### config.mk
export PLATFORM = sky130hd
export DESIGN_NAME = pattern_table
export DESIGN_NICKNAME = d
export VERILOG_FILES = /design/src/verilog/bpu_types_pkg.sv /design/src/verilog/pattern_table.sv
export VERILOG_INCLUDE_DIRS = /design/src /design/src/verilog
export SDC_FILE = /design/constraint.sdc
export NUM_CORES = 2
export LEC_CHECK = 0
export BUFFER_PORTS_ARGS = -buffer_cell sky130_fd_sc_hd__buf_4
export CELL_PAD_IN_SITES_DETAIL_PLACEMENT = 0
export CELL_PAD_IN_SITES_GLOBAL_PLACEMENT = 2
export CORE_MARGIN = 2
export CORE_UTILIZATION = 35
export CTS_CLUSTER_SIZE = 12
export DETAILED_ROUTE_END_ITERATION = 8
export PLACE_DENSITY = 0.74
export SYNTH_ARGS = -nofsm -noshare
export SYNTH_HDL_FRONTEND = slang
export SYNTH_SLANG_ARGS = --single-unit
### constraint.sdc
create_clock -name clk -period 11.3 [get_ports clk]
set_input_delay 0 -clock clk [delete_from_list [all_inputs] [get_ports clk]]
set_output_delay 0 -clock clk [all_outputs]
set_load 0.02 [all_outputs]
### src/verilog/bpu_cfg.svh
`ifndef BPU_CFG_SVH
`define BPU_CFG_SVH

// table geometry, 1024 entries per table
`define BPU_INDEX_BITS 10
// history length must match the index width, the two are xor'd
`define BPU_HIST_BITS 10

// counter value out of reset (weakly taken)
`define BPU_CTR_INIT 2

// statistics register byte offsets
`define STATS_TOTAL_ADDR 4'h0
`define STATS_CORRECT_ADDR 4'h4
`define STATS_CTRL_ADDR 4'h8

`endif

### src/verilog/bpu_types_pkg.sv
`include "bpu_cfg.svh"

package bpu_types_pkg;

    typedef logic [31:0] pc_t;                    // instruction address
    typedef logic [`BPU_HIST_BITS-1:0] hist_t;    // per-branch outcome pattern
    typedef logic [`BPU_INDEX_BITS-1:0] table_index_t;
    typedef logic [1:0] sat_ctr_t;                // two-bit saturating counter
    typedef logic [31:0] count_t;                 // statistics counter value

    // answer to a fetch query
    typedef struct packed {
        logic taken;
        pc_t  target;
    } prediction_t;

    // branch outcome reported by execute
    typedef struct packed {
        logic valid;
        pc_t  pc;
        logic taken;
        pc_t  target;
        logic correct;    // execute saw a correct prediction
    } resolve_t;

endpackage

### src/verilog/pattern_table.sv
`include "bpu_cfg.svh"

module pattern_table (
    input  logic                    clk,
    input  logic                    reset,
    input  bpu_types_pkg::pc_t      fetch_pc,
    input  bpu_types_pkg::hist_t    fetch_hist,
    input  bpu_types_pkg::resolve_t resolve,
    input  bpu_types_pkg::hist_t    resolve_hist,
    output logic                    counter_taken
);

    localparam int ENTRIES = 1 << `BPU_INDEX_BITS;

    bpu_types_pkg::sat_ctr_t     ctr_tbl [ENTRIES];
    bpu_types_pkg::table_index_t fetch_idx;
    bpu_types_pkg::table_index_t resolve_idx;
    bpu_types_pkg::sat_ctr_t     fetch_ctr;
    bpu_types_pkg::sat_ctr_t     resolve_ctr;
    bpu_types_pkg::sat_ctr_t     next_ctr;

    // history hashed with the low pc bits
    assign fetch_idx   = fetch_hist ^ fetch_pc[`BPU_INDEX_BITS+1:2];
    assign resolve_idx = resolve_hist ^ resolve.pc[`BPU_INDEX_BITS+1:2];

    assign fetch_ctr     = ctr_tbl[fetch_idx];
    assign resolve_ctr   = ctr_tbl[resolve_idx];
    assign counter_taken = fetch_ctr[1];    // upper bit is the direction

    // one saturating step toward the outcome
    always_comb begin
        next_ctr = resolve_ctr;
        if (resolve.taken && resolve_ctr != 2'b11)
            next_ctr = resolve_ctr + 2'd1;
        else if (!resolve.taken && resolve_ctr != 2'b00)
            next_ctr = resolve_ctr - 2'd1;
    end

    always_ff @(posedge clk) begin
        if (reset) begin
            for (int i = 0; i < ENTRIES; i++) begin
                ctr_tbl[i] <= bpu_types_pkg::sat_ctr_t'(`BPU_CTR_INIT);
            end
        end else if (resolve.valid) begin
            ctr_tbl[resolve_idx] <= next_ctr;
        end
    end

endmodule

# Word level (Yosys, flattened, before mapping)
# Memory sizes are Yosys's and may differ from the RTL's.
# Cells that the tools add are included.
[word_totals] elab_cells=21 register_bits=0 input_bits=121 mem_count=1 ram_bits=2048 latch_bits=0 output_inout_bits=1 rom_bits=0
[classes] n_addsub=2 shifts=0 magnitude_cmp=0 div_mod_pow=0 bitwise=2 reduce_logical=5 mux=10 n_mul=0 n_eq_ne=1
[memory_table] memory="ctr_tbl" depth=1024 width=2 read_ports=2 rd_ports_with_merged_regs=0 write_ports=1024 line="pattern_table.sv:15" rtl="bpu_types_pkg::sat_ctr_t ctr_tbl [ENTRIES];"
[ops] operator="10-bit XOR" count=2
[ops] operator="10-bit 2-to-1 mux" count=1
[ops] operator="1-bit 2-to-1 mux" count=6
[ops] operator="2-bit 2-to-1 mux" count=3
[ops] operator="2-bit by 1-bit adder with 2-bit output (second input constant)" count=1
[ops] operator="1-bit logical AND" count=2
[ops] operator="2-bit inequality test (second input constant)" count=1
[ops] operator="2-bit nonzero test" count=1
[ops] operator="2-bit OR reduction" count=1
[ops] operator="2-bit by 1-bit subtractor with 2-bit output (second input constant)" count=1
[ops] operator="1-bit zero test" count=1

# Depth between registers and ports, before layout
# An unclocked memory read counts as a cell.
[logic_depth] word_depth=7 mapped_depth=22

# Worst setup path after synthesis
# No wires, ideal clock.
[synth_path] path_type="input -> register" from="input port resolve[36] (netlist name)" to="memory ctr_tbl[768][1] (netlist name) (data pin)" t_required_ns=11.022 arrival_time_ns=4.135 setup_time_ns=0.278 stages=20 n_path_buf=6 path_slack_ns=6.887 cell_sequence="xnor2_4 > clkbuf_1 > clkbuf_1 > mux2i_1 > o22ai_1 > a222oi_1 > o211ai_1 > o2111ai_1 > nand4_1 > nor4_1 > and2_1 > inv_1 > ha_1 > nor2_1 > a22o_1 > clkbuf_1 > clkbuf_1 > clkbuf_1 > clkbuf_1 > o211ai_1"
[synth_lines] item="from (decl)" line="pattern_table.sv:8" rtl="input bpu_types_pkg::resolve_t resolve,"
[synth_lines] item="to (decl)" line="pattern_table.sv:15"

==> impl_metrics.toml <==
[power]
pwr_density_cell_nw_per_um2 = 177
clkPwrFrac = 0.337
vdd_drop_max_mv = 0.218
p_sw_mw = 8.61
p_int_mw = 14.1
combPwrFrac = 0.282
p_leak_nw = 42.3
p_total_mw = 22.7
swShare = 0.380
power_frac_seq = 0.381

[grt]
grt_max_degree = 179
grt_pass1_vias = 93200
grt_usage = 0.333
grt_util_met1 = 0.422
grt_pass1_wl_mm = 781
antenna_found_initial = 57
use_met3 = 0.112
use_met2 = 0.472
grt-busiest-layer = "met2"
grt_overflow = 0

[timing]
tns_ns = 0
hold_ws_ns = 0.100
hold_viol = 0
slew_violations = 1
relSlewSlack = -0.00323
fmaxAchievable_ghz = 0.137
skew_ns = 0.0839
setup_viol = 0
period_share = 0.644
post-route-min-period_ns = 7.28
rsz0062_at_grt = "false"
tightest_slew_ns = 1.48

[yosys]
synth-seq-area-share = 0.530
ys_warn_count = 0
synth_area_um2 = 116000
ys_ff_latch = 2048
synth.area.mux_share = 0.115
synth.distinct_cells = 59
mappedNetlistNets = 10100
avgSynthCellArea_um2 = 11.7
yosys.area_share.simple = 0.0706
synth_edf_count = 2048
synth-xor-area-share = 0.00294
async_flop_share = 0
synth_top_family_by_area = "compound AO/OA/AOI/OAI gates"
synth_compound_area_frac = 0.228
synthAdderAreaFrac = 0.000216
ys.flop_type = "edfxtp_1"
synthCells = 9934

[clocking]
clockBufferDepth = 4
clk_pin_slew_ns = 0.06
tritoncts = "done"
h-tree-depth = 4
clock_latency_ns = 0.96
cts_inserted_buffers = 238
clock-sinks = 2048
clockRootBuffer = "clkbuf_16"

[routing]
num_vias = 98500
routed_via_density = 7.14
drtIter0Drc = 17500
ant_nets = 0
dr.pass1.iters = 8
routed_wl_mm = 575
wire_per_inst_um = 41.6
drc = 0

[die]
die_h_um = 580
start_util = 0.351
rows = 211
dieWidth_um = 580
coreArea_um2 = 330000
ios = 122
dieArea_um2 = 336000

[min_path]
hold_class = "input port to register"

[outcome]
status = "complete, but fails checks"
violations = "capacitance limit, slew limit"

[setup_path]
crit_family = "simple AND/OR/NAND/NOR gates"
cp_data_arrival_time_ns = 7.90
crit_buf_inv = 5
crit_chain = "buf_4 > xnor2_4 > buf_4 > buf_4 > mux2i_1 > o22ai_1 > nor4_1 > o21ai_0 > nand3_1 > a21oi_1 > nor4bb_1 > and2_1 > inv_1 > ha_1 > nor2_1 > a22o_4 > buf_4 > o211ai_1"
path_class = "input port to register"
cpMostUsedCell = "buf_4"
endpoint_kind = "register"
start_kind = "input port"
critical_path_required_ns = 11.93
cp_slowest_cell = "nor4bb_1"
crit_path_max_fanout = 60
critPathMaxStageDelay_ns = 1.24

[finish]
area_growth_pct = 10.7
reg.largest.list = "ctr_tbl x2048"
regMostFlops = "ctr_tbl"
largest_reg_flops = 2048
num-nets-final = 9308
postLayoutCellArea_um2 = 128000
layout-drive-gt1-share = 0.150

[placement]
gp_congestion = 0.933
dpl_cell_area_um2 = 121000
dp_hpwl_mm = 324
port_buffers = 44

[flow_run]
maxCapViolCount = 1
power groups by stage:
stage                     combinational [mW]  sequential (mW)  clock (mW)
final                                   6.39             8.64        7.64
after CTS                               6.06             8.64        7.60
after detailed placement                6.06             8.79           0
after global routing                    6.37             8.66        7.88
after global placement                  6.03             8.79           0
after floorplan                         3.58             8.76           0
cells in the mapped netlist, types with 57 or more instances:
cell | count | area share
edfxtp_1 | 2048 | 0.53
nand2_1 | 1070 | 0.035
clkbuf_1 | 976 | 0.032
o211ai_1 | 844 | 0.055
a211oi_1 | 835 | 0.054
a21o_1 | 809 | 0.052
mux2i_1 | 551 | 0.048
buf_2 | 362 | 0.016
mux4_2 | 349 | 0.068
a21oi_1 | 255 | 0.011
nor2_1 | 222 | 0.0072
nand3_1 | 201 | 0.0087
o22ai_1 | 187 | 0.010
a32oi_1 | 137 | 0.010
o21ai_0 | 129 | 0.0056
o21bai_1 | 109 | 0.0071
or2_2 | 108 | 0.0058
a21boi_0 | 100 | 0.0065
nand2b_1 | 89 | 0.0048
nor4_1 | 64 | 0.0035
a22oi_1 | 57 | 0.0037
layout make-up:
class	instances	area, µm²
diodes	64	160
clock buffers	294	6210
clock inverters	133	1100
fillers	31500	202000
inverters	2	7.51
multi-input cells	6442	49700
flip-flops and latches	2048	61500
well taps	4366	5460
repair buffers	453	4210
cells in the final DEF, fill, tap and decap left out, types with 18 or more instances in the layout:
cell	instances
o21ai_0	129
nand3_1	185
nor2_4	55
o211ai_1	844
clkinv_2	44
nand4_1	53
nand2b_1	88
a21boi_0	100
nor2_1	153
a2111oi_0	37
clkbuf_1	54
a21o_1	808
bufinv_16	18
nand2_4	23
nand2_1	1035
mux2i_1	551
buf_4	387
a32oi_1	137
o221ai_1	18
a22oi_1	57
or2_2	108
a31oi_1	42
mux4_2	349
buf_12	64
clkbuf_16	240
o22ai_1	187
edfxtp_1	2048
nor4_1	53
a21oi_1	255
o21bai_1	109
diode_2	64
a211oi_1	835
clkinv_1	58
nor3_1	20
tightest hold or removal path, cell delays in order:
cell and delay [ns]:
buf_4 0.16, nor2b_4 0.13, buf_4 0.31, nand2_1 0.21, a211oi_1 0.06
routing by layer:
layer,wire length (µm),vias up,part of all wire
li1,-,37900,-
met1,204000,49900,0.35
met2,242000,8680,0.42
met3,82900,1922,0.14
met4,45600,36,0.079
met5,485,-,0.00084
kinds of logic after synthesis:
group	count (synthesis)
xor+xnor	35
flops	2048
mux	901
fa+ha+maj	2
compound gates	3640
buf+inv	1444
simple gates	1864
final timing paths:
check                                startpoint                             to  slack (ns)  cells past startpoint
hold / removal                      resolve[66]  ctr_tbl[299][0]$_SDFFCE_PN0P_        0.10                      5
setup reg to reg  ctr_tbl[842][1]$_SDFFCE_PN1P_  ctr_tbl[840][1]$_SDFFCE_PN1P_        4.67                     12
setup / recovery                    resolve[36]  ctr_tbl[840][1]$_SDFFCE_PN1P_        4.02                     18
hold reg to reg   ctr_tbl[622][1]$_SDFFCE_PN1P_  ctr_tbl[896][1]$_SDFFCE_PN1P_        1.91                      9
metrics by stage:
stage | instances | utilization | worst slack, ns
after CTS | 13700 | 0.388 | 4.57
after global routing | 13800 | 0.388 | 4.03
after floorplan | 9934 | - | 6.89
after detailed placement | 13300 | 0.366 | 3.59
after global placement | 13300 | 0.366 | 3.64
final | 13800 | 0.389 | 4.02
repair_timing:
item / 4_1_cts / 5_1_grt
resized for setup: 0 / 0
setup buffers: 0 / 0
endpoints found under the setup margin: 0 / 0
endpoints found under the hold margin: 86 / 0
hold buffers: 1 / 0
Power figures use the tool's default switching activity.
