===== src/verilog/bpu_cfg.svh =====
`ifndef BPU_CFG_SVH
`define BPU_CFG_SVH

// table geometry, 1024 entries per table
`define BPU_INDEX_BITS 10
// history length must match the index width, the two are xor'd
`define BPU_HIST_BITS 10

// counter value out of reset (weakly taken)
`define BPU_CTR_INIT 2

// statistics register byte offsets
`define STATS_TOTAL_ADDR 4'h0
`define STATS_CORRECT_ADDR 4'h4
`define STATS_CTRL_ADDR 4'h8

`endif


===== src/verilog/bpu_types_pkg.sv =====
`include "bpu_cfg.svh"

package bpu_types_pkg;

    typedef logic [31:0] pc_t;                    // instruction address
    typedef logic [`BPU_HIST_BITS-1:0] hist_t;    // per-branch outcome pattern
    typedef logic [`BPU_INDEX_BITS-1:0] table_index_t;
    typedef logic [1:0] sat_ctr_t;                // two-bit saturating counter
    typedef logic [31:0] count_t;                 // statistics counter value

    // answer to a fetch query
    typedef struct packed {
        logic taken;
        pc_t  target;
    } prediction_t;

    // branch outcome reported by execute
    typedef struct packed {
        logic valid;
        pc_t  pc;
        logic taken;
        pc_t  target;
        logic correct;    // execute saw a correct prediction
    } resolve_t;

endpackage


===== src/verilog/bpu_apb_pkg.sv =====
package bpu_apb_pkg;

    // byte offset inside the statistics register block
    typedef logic [3:0] stat_addr_t;

    typedef struct packed {
        logic        psel;
        logic        penable;
        logic        pwrite;
        stat_addr_t  paddr;
        logic [31:0] pwdata;
    } apb_req_t;

    typedef struct packed {
        logic [31:0] prdata;
        logic        pready;
        logic        pslverr;
    } apb_rsp_t;

    // bus phase as seen by the slave
    typedef enum logic [1:0] {
        idle,
        setup,
        access
    } apb_phase_e;

endpackage


===== src/verilog/prediction_stats.sv =====
`include "bpu_cfg.svh"

module prediction_stats (
    input  logic                    clk,
    input  logic                    reset,
    input  bpu_types_pkg::resolve_t resolve,
    input  bpu_apb_pkg::apb_req_t   apb_req,
    output bpu_apb_pkg::apb_rsp_t   apb_rsp
);

    bpu_types_pkg::count_t   total_cnt;
    bpu_types_pkg::count_t   correct_cnt;
    bpu_apb_pkg::apb_phase_e cur_phase;
    bpu_apb_pkg::apb_phase_e last_phase;
    logic                    access_valid;
    logic                    addr_hit;
    logic                    clear;

    // phase of the current bus cycle
    always_comb begin
        if (!apb_req.psel)
            cur_phase = bpu_apb_pkg::idle;
        else if (!apb_req.penable)
            cur_phase = bpu_apb_pkg::setup;
        else
            cur_phase = bpu_apb_pkg::access;
    end

    always_ff @(posedge clk) begin
        if (reset)
            last_phase <= bpu_apb_pkg::idle;
        else
            last_phase <= cur_phase;
    end

    // zero wait states, every access completes at once
    assign access_valid = (cur_phase == bpu_apb_pkg::access)
                       && (last_phase == bpu_apb_pkg::setup);

    assign addr_hit = (apb_req.paddr == `STATS_TOTAL_ADDR)
                   || (apb_req.paddr == `STATS_CORRECT_ADDR)
                   || (apb_req.paddr == `STATS_CTRL_ADDR);

    assign clear = access_valid && apb_req.pwrite && apb_req.pwdata[0]
                && (apb_req.paddr == `STATS_CTRL_ADDR);

    always_ff @(posedge clk) begin
        if (reset || clear) begin    // clear beats a same-edge resolve
            total_cnt   <= '0;
            correct_cnt <= '0;
        end else if (resolve.valid) begin
            total_cnt <= total_cnt + 32'd1;
            if (resolve.correct)
                correct_cnt <= correct_cnt + 32'd1;
        end
    end

    assign apb_rsp.pready  = access_valid;
    assign apb_rsp.pslverr = access_valid && !addr_hit;

    always_comb begin
        apb_rsp.prdata = '0;
        if (access_valid && !apb_req.pwrite) begin
            case (apb_req.paddr)
                `STATS_TOTAL_ADDR:   apb_rsp.prdata = total_cnt;
                `STATS_CORRECT_ADDR: apb_rsp.prdata = correct_cnt;
                default:             apb_rsp.prdata = '0;    // ctrl reads as zero
            endcase
        end
    end

    correct_within_total: assert property (
        @(posedge clk) disable iff (reset) correct_cnt <= total_cnt
    );

    enable_after_setup: assert property (
        @(posedge clk) disable iff (reset)
        (apb_req.psel && apb_req.penable) |-> (last_phase == bpu_apb_pkg::setup)
    );

endmodule


===== config.mk =====
export PLATFORM = sky130hd
export DESIGN_NAME = prediction_stats
export DESIGN_NICKNAME = d
export VERILOG_FILES = /design/src/verilog/bpu_types_pkg.sv /design/src/verilog/bpu_apb_pkg.sv /design/src/verilog/prediction_stats.sv
export VERILOG_INCLUDE_DIRS = /design/src /design/src/verilog
export SDC_FILE = /design/constraint.sdc
export NUM_CORES = 1
export LEC_CHECK = 0
export BUFFER_PORTS_ARGS = -buffer_cell sky130_fd_sc_hd__buf_2
export CAP_MARGIN = 25
export CORE_MARGIN = 5
export CORE_UTILIZATION = 30
export DETAILED_ROUTE_END_ITERATION = 6
export PLACE_DENSITY_LB_ADDON = 0.15
export SYNTH_ARGS = -nofsm -noshare
export SYNTH_HDL_FRONTEND = slang
export SYNTH_SLANG_ARGS = --single-unit

===== constraint.sdc =====
create_clock -name clk -period 2.4 [get_ports clk]
set_clock_uncertainty 0.1 [all_clocks]
set_input_delay 0.48 -clock clk [delete_from_list [all_inputs] [get_ports clk]]
set_output_delay 0.48 -clock clk [all_outputs]
set_load 0.02 [all_outputs]

# Word-level counts from Yosys, hierarchy flattened
# Cells that the tools add are included.
[classes]
n_addsub = 2
reduce_logical = 13
n_mux = 4
eq_ne = 4
[op_table]
columns = ["op", "n"]
rows = [
  ["adder 32 x 1 -> 32 bit (second input constant)", 2],
  ["one-hot mux 32 bit (2 select lines)", 1],
  ["2-to-1 mux 32 bit", 1],
  ["logical AND 1 bit", 6],
  ["== test 4 x 3 -> 1 bit (second input constant)", 1],
  ["== test 4 bit (second input constant)", 1],
  ["zero test 4 bit", 1],
  ["2-to-1 mux 2 bit", 2],
  ["logical OR 1 bit", 3],
  ["== test 2 x 1 -> 1 bit (second input constant)", 1],
  ["== test 2 bit (second input constant)", 1],
  ["zero test 1 bit", 2],
  ["AND reduction 2 bit", 1],
]
[totals]
output_inout_bits = 34
elab_cells = 26
ff_bits = 66
in_bits = 108

# Longest topological paths before layout
[depth]
word_depth = 8
mapped_depth = 7
mapped_depth_nobuf = 5

# Worst setup path after synthesis
# No wires, ideal clock.
[synth_timing]
kind = "input to output"
start = "in apb_req[33] (netlist bit)"
end = "out apb_rsp[24] (netlist bit)"
path_stages = 4
arrival_time_ns = 1.854
setup_slack_ns = -0.034
t_required_ns = 1.820
n_path_buf = 1
path_cell_list = "nor4b_1 > clkbuf_1 > a22oi_1 > nor2_1"
[synth_lines]
columns = ["element", "line_no", "text"]
rows = [
  ["from (decl)", "prediction_stats.sv:7", "input bpu_apb_pkg::apb_req_t apb_req,"],
  ["to (decl)", "prediction_stats.sv:8", "output bpu_apb_pkg::apb_rsp_t apb_rsp"],
]

# Worst setup path in the final report
[layout_timing]
start = "reg correct_cnt[15]"
end = "reg correct_cnt[31]"
[layout_via]
elab_chain_len = 1
[layout_rtl]
columns = ["element", "line_no", "text"]
rows = [
  ["from (decl)", "prediction_stats.sv:12", "bpu_types_pkg::count_t correct_cnt;"],
  ["from (signal assigned)", "prediction_stats.sv:54", "correct_cnt <= correct_cnt + 32'd1;"],
  ["adder 32 x 1 -> 32 bit", "prediction_stats.sv:54", ""],
]
# Every way passes these cells.
# A chain may end at the register's enable or synchronous reset.

==> results.yml <==
layout:
  drive_gt1_share_pct: 19.1
  fin_area_sq_um: 4430
  fillers: 1215
  multi_input_area_sq_um: 2120
  seq_area_sq_um: 1320
  area.growth.synth_to_final_pct: 23.2
  fin_nets: 613
  stdcell_count: 655
  diodes: 0
global_routing:
  grt_overflow: 0
  grt_max_degree: 34
  grt_pass1_wl_um: 17800
  grt_pass1_vias: 3405
  grt_use_total_pct: 15.4
  antenna_found_initial: 0
synth:
  synthTopCellsByCount: "dfxtp_1 (66), nor2_1 (54), a21oi_1 (38)"
  yosysMostFrequentCell: "dfxtp_1"
  syn_area_sq_um: 3590
  ys.flop_type: "dfxtp_1"
  synthCells: 450
  synth_top_cell_area_share_pct: 36.8
  synth_area_leader_cell: "dfxtp_1"
  avgSynthCellArea_sq_um: 7.99
  yosysSeqAreaShare_pct: 36.8
  syn-num-nets: 560
  synth_area_leaders: "dfxtp_1 (37%), a22oi_1 (6.7%), nor2_1 (5.6%)"
  ys_types: 42
  synth_edf_count: 0
  ys_warn_count: 0
  async_flop_share_pct: 0
  ys_ff_latch: 66
run:
  drv_cap: 0
worst_setup_path:
  slowest_delay_ps: 760
  endpoint_kind: "register"
  start_kind: "register"
  crit_arrival_ps: 2410
  path_max_fanout: 6
  cp_cell_sequence: "nand4_1 > or4b_2 > nor4_1 > mux2i_1"
  cp_slowest_cell: "or4b_2"
  path_class: "register to register"
  critical_path_required_ps: 2560
route:
  routed_via_density: 5.52
  drc: 0
  wire_per_inst_um: 16.6
  drt_wl_total_um: 10800
  num_vias: 3616
  drt-pass1-iter-count: 4
  drt_iter0_drc: 195
  ant_nets: 0
sta:
  setup_ws_ps: 150
  tightest_slew_ps: 780
  layout_min_cycle_time_ps: 2250
  hold_viol: 0
  relSlewSlack_pct: 47.7
  fmax_mhz: 445
  fin_setup_tns_ps: 0
  finalMaxSlewViolations: 0
  finalSetupViolations: 0
  grt_setup_unrepaired: "no"
  period_share_pct: 93.7
placed_design:
  dpl_cell_area_sq_um: 4140
  gp_congestion: 0.775
  io_buffers: 45
  dp_cells: 639
  pre_cts_slack_ps: 92.7
  dp.final_hpwl_um: 7560
floorplan:
  rows: 40
  start_util_pct: 30.3
  die_h_um: 119
  core_sq_um: 11900
  ioPinCount: 142
  dieArea_sq_um: 14300
  die_w_um: 119
power:
  p_leak_uw: 0.00144
  peakVddDrop_uv: 237
  powerDensity_nw_per_um2: 558
clock_tree:
  ctsHoldBuffers: 0
  clk_pin_slew_worst_paths_ps: 60
  postCtsSetupRepairBufs: 0
  numClockSinks: 66
  ctsResizeCount: 0
  cts_buffers: 9
  cts_max_level: 3
  cts_tree: "done"
  clockRootBuffer: "clkbuf_16"
  clock_latency_ps: 330
  clk_path_buf_depth: 2
outcome:
  status: "completed"
worst_hold_path:
  hp-class: "primary input to register"
-- cell type report --
type | instances | area share, %
Tap cell | 147 | 4.15
Timing Repair Buffer | 72 | 10.8
Inverter | 10 | 0.848
Multi-Input combinational cell | 344 | 47.9
Clock buffer | 14 | 6.19
Sequential cell | 66 | 29.8
Clock inverter | 2 | 0.226
-- kinds of logic (layout without fill, tap and decap cells) --
kind of cell,Yosys count,after routing,share of synthesized area (%)
adder cells (fa/ha/maj),2,2,0.696
multiplexers,4,4,1.11
buffers and inverters,40,98,4.77
flip-flops,66,66,36.8
AO/OA/AOI/OAI,113,113,20.2
XOR/XNOR,20,20,4.87
AND/OR/NAND/NOR,205,205,31.6
-- critical path, delay by kind of cell, from the launching register on --
kind,cells,cell delay [ps]
multiplexers,1,230
AND/OR/NAND/NOR,3,1440
flip-flops,1,420
-- report_power, final --
| group | internal (uW) | switching, uW |
|---|---|---|
| registers | 1100 | 5.11 |
| clock network | 781 | 482 |
| logic | 36.8 | 59.9 |
-- cell usage in the layout, fill, tap and decap left out, drive strengths merged, types with 2 or more instances in the layout --
cell / synthesis / routed
nor3: 7 / 7
a21oi: 38 / 38
o41ai: 3 / 3
nor4: 11 / 11
inv: 10 / 10
nor2: 54 / 54
nor3b: 2 / 2
nand2: 28 / 28
a22oi: 32 / 32
a31o: 2 / 2
buf: 9 / 72
clkbuf: 21 / 14
ha: 2 / 2
and4: 6 / 6
and3: 5 / 5
or4b: 3 / 3
and2: 2 / 2
nand4: 17 / 17
o21a: 3 / 3
or3: 15 / 15
nand3: 23 / 23
o21ai: 14 / 14
clkinv: 0 / 2
dfxtp: 66 / 66
mux2i: 4 / 4
o31ai: 19 / 19
or4: 24 / 24
xor2: 10 / 10
xnor2: 10 / 10
nand2b: 3 / 3
-- state kept, by name, indices dropped and copies added, names as in the netlist --
name / flops
last_phase: 2
total_cnt: 32
correct_cnt: 32
-- through the flow --
| step | hold slack [ps] | power [uW] | utilization [%] |
|---|---|---|---|
| after floorplan | 342 | 1180 | - |
| after global placement | 354 | 1230 | 34.9 |
| after detailed placement | 367 | 1230 | 34.9 |
| after CTS | 223 | 2490 | 37.3 |
| after global routing | 231 | 2560 | 37.3 |
| final | 226 | 2470 | 37.3 |
-- routing by layer --
| layer | routed length (um) | global-route usage [%] |
|---|---|---|
| met1 | 5370 | 21.6 |
| met5 | 0 | 0 |
| met3 | 460 | 2.94 |
| met4 | 232 | 6.08 |
| met2 | 4780 | 23.4 |
-- path summary, 6_finish.rpt --
path,cells past startpoint,slack [ps],to,from
setup / recovery,4,150,correct_cnt[31]$_SDFFE_PP0P_,correct_cnt[15]$_SDFFE_PP0P_
hold / removal,2,230,last_phase[0]$_SDFF_PP0_,apb_req[37]
setup reg to reg,4,150,correct_cnt[31]$_SDFFE_PP0P_,correct_cnt[15]$_SDFFE_PP0P_
hold reg to reg,2,370,total_cnt[31]$_SDFFE_PP0P_,total_cnt[31]$_SDFFE_PP0P_
No activity file was read; power rests on OpenSTA's default activity.
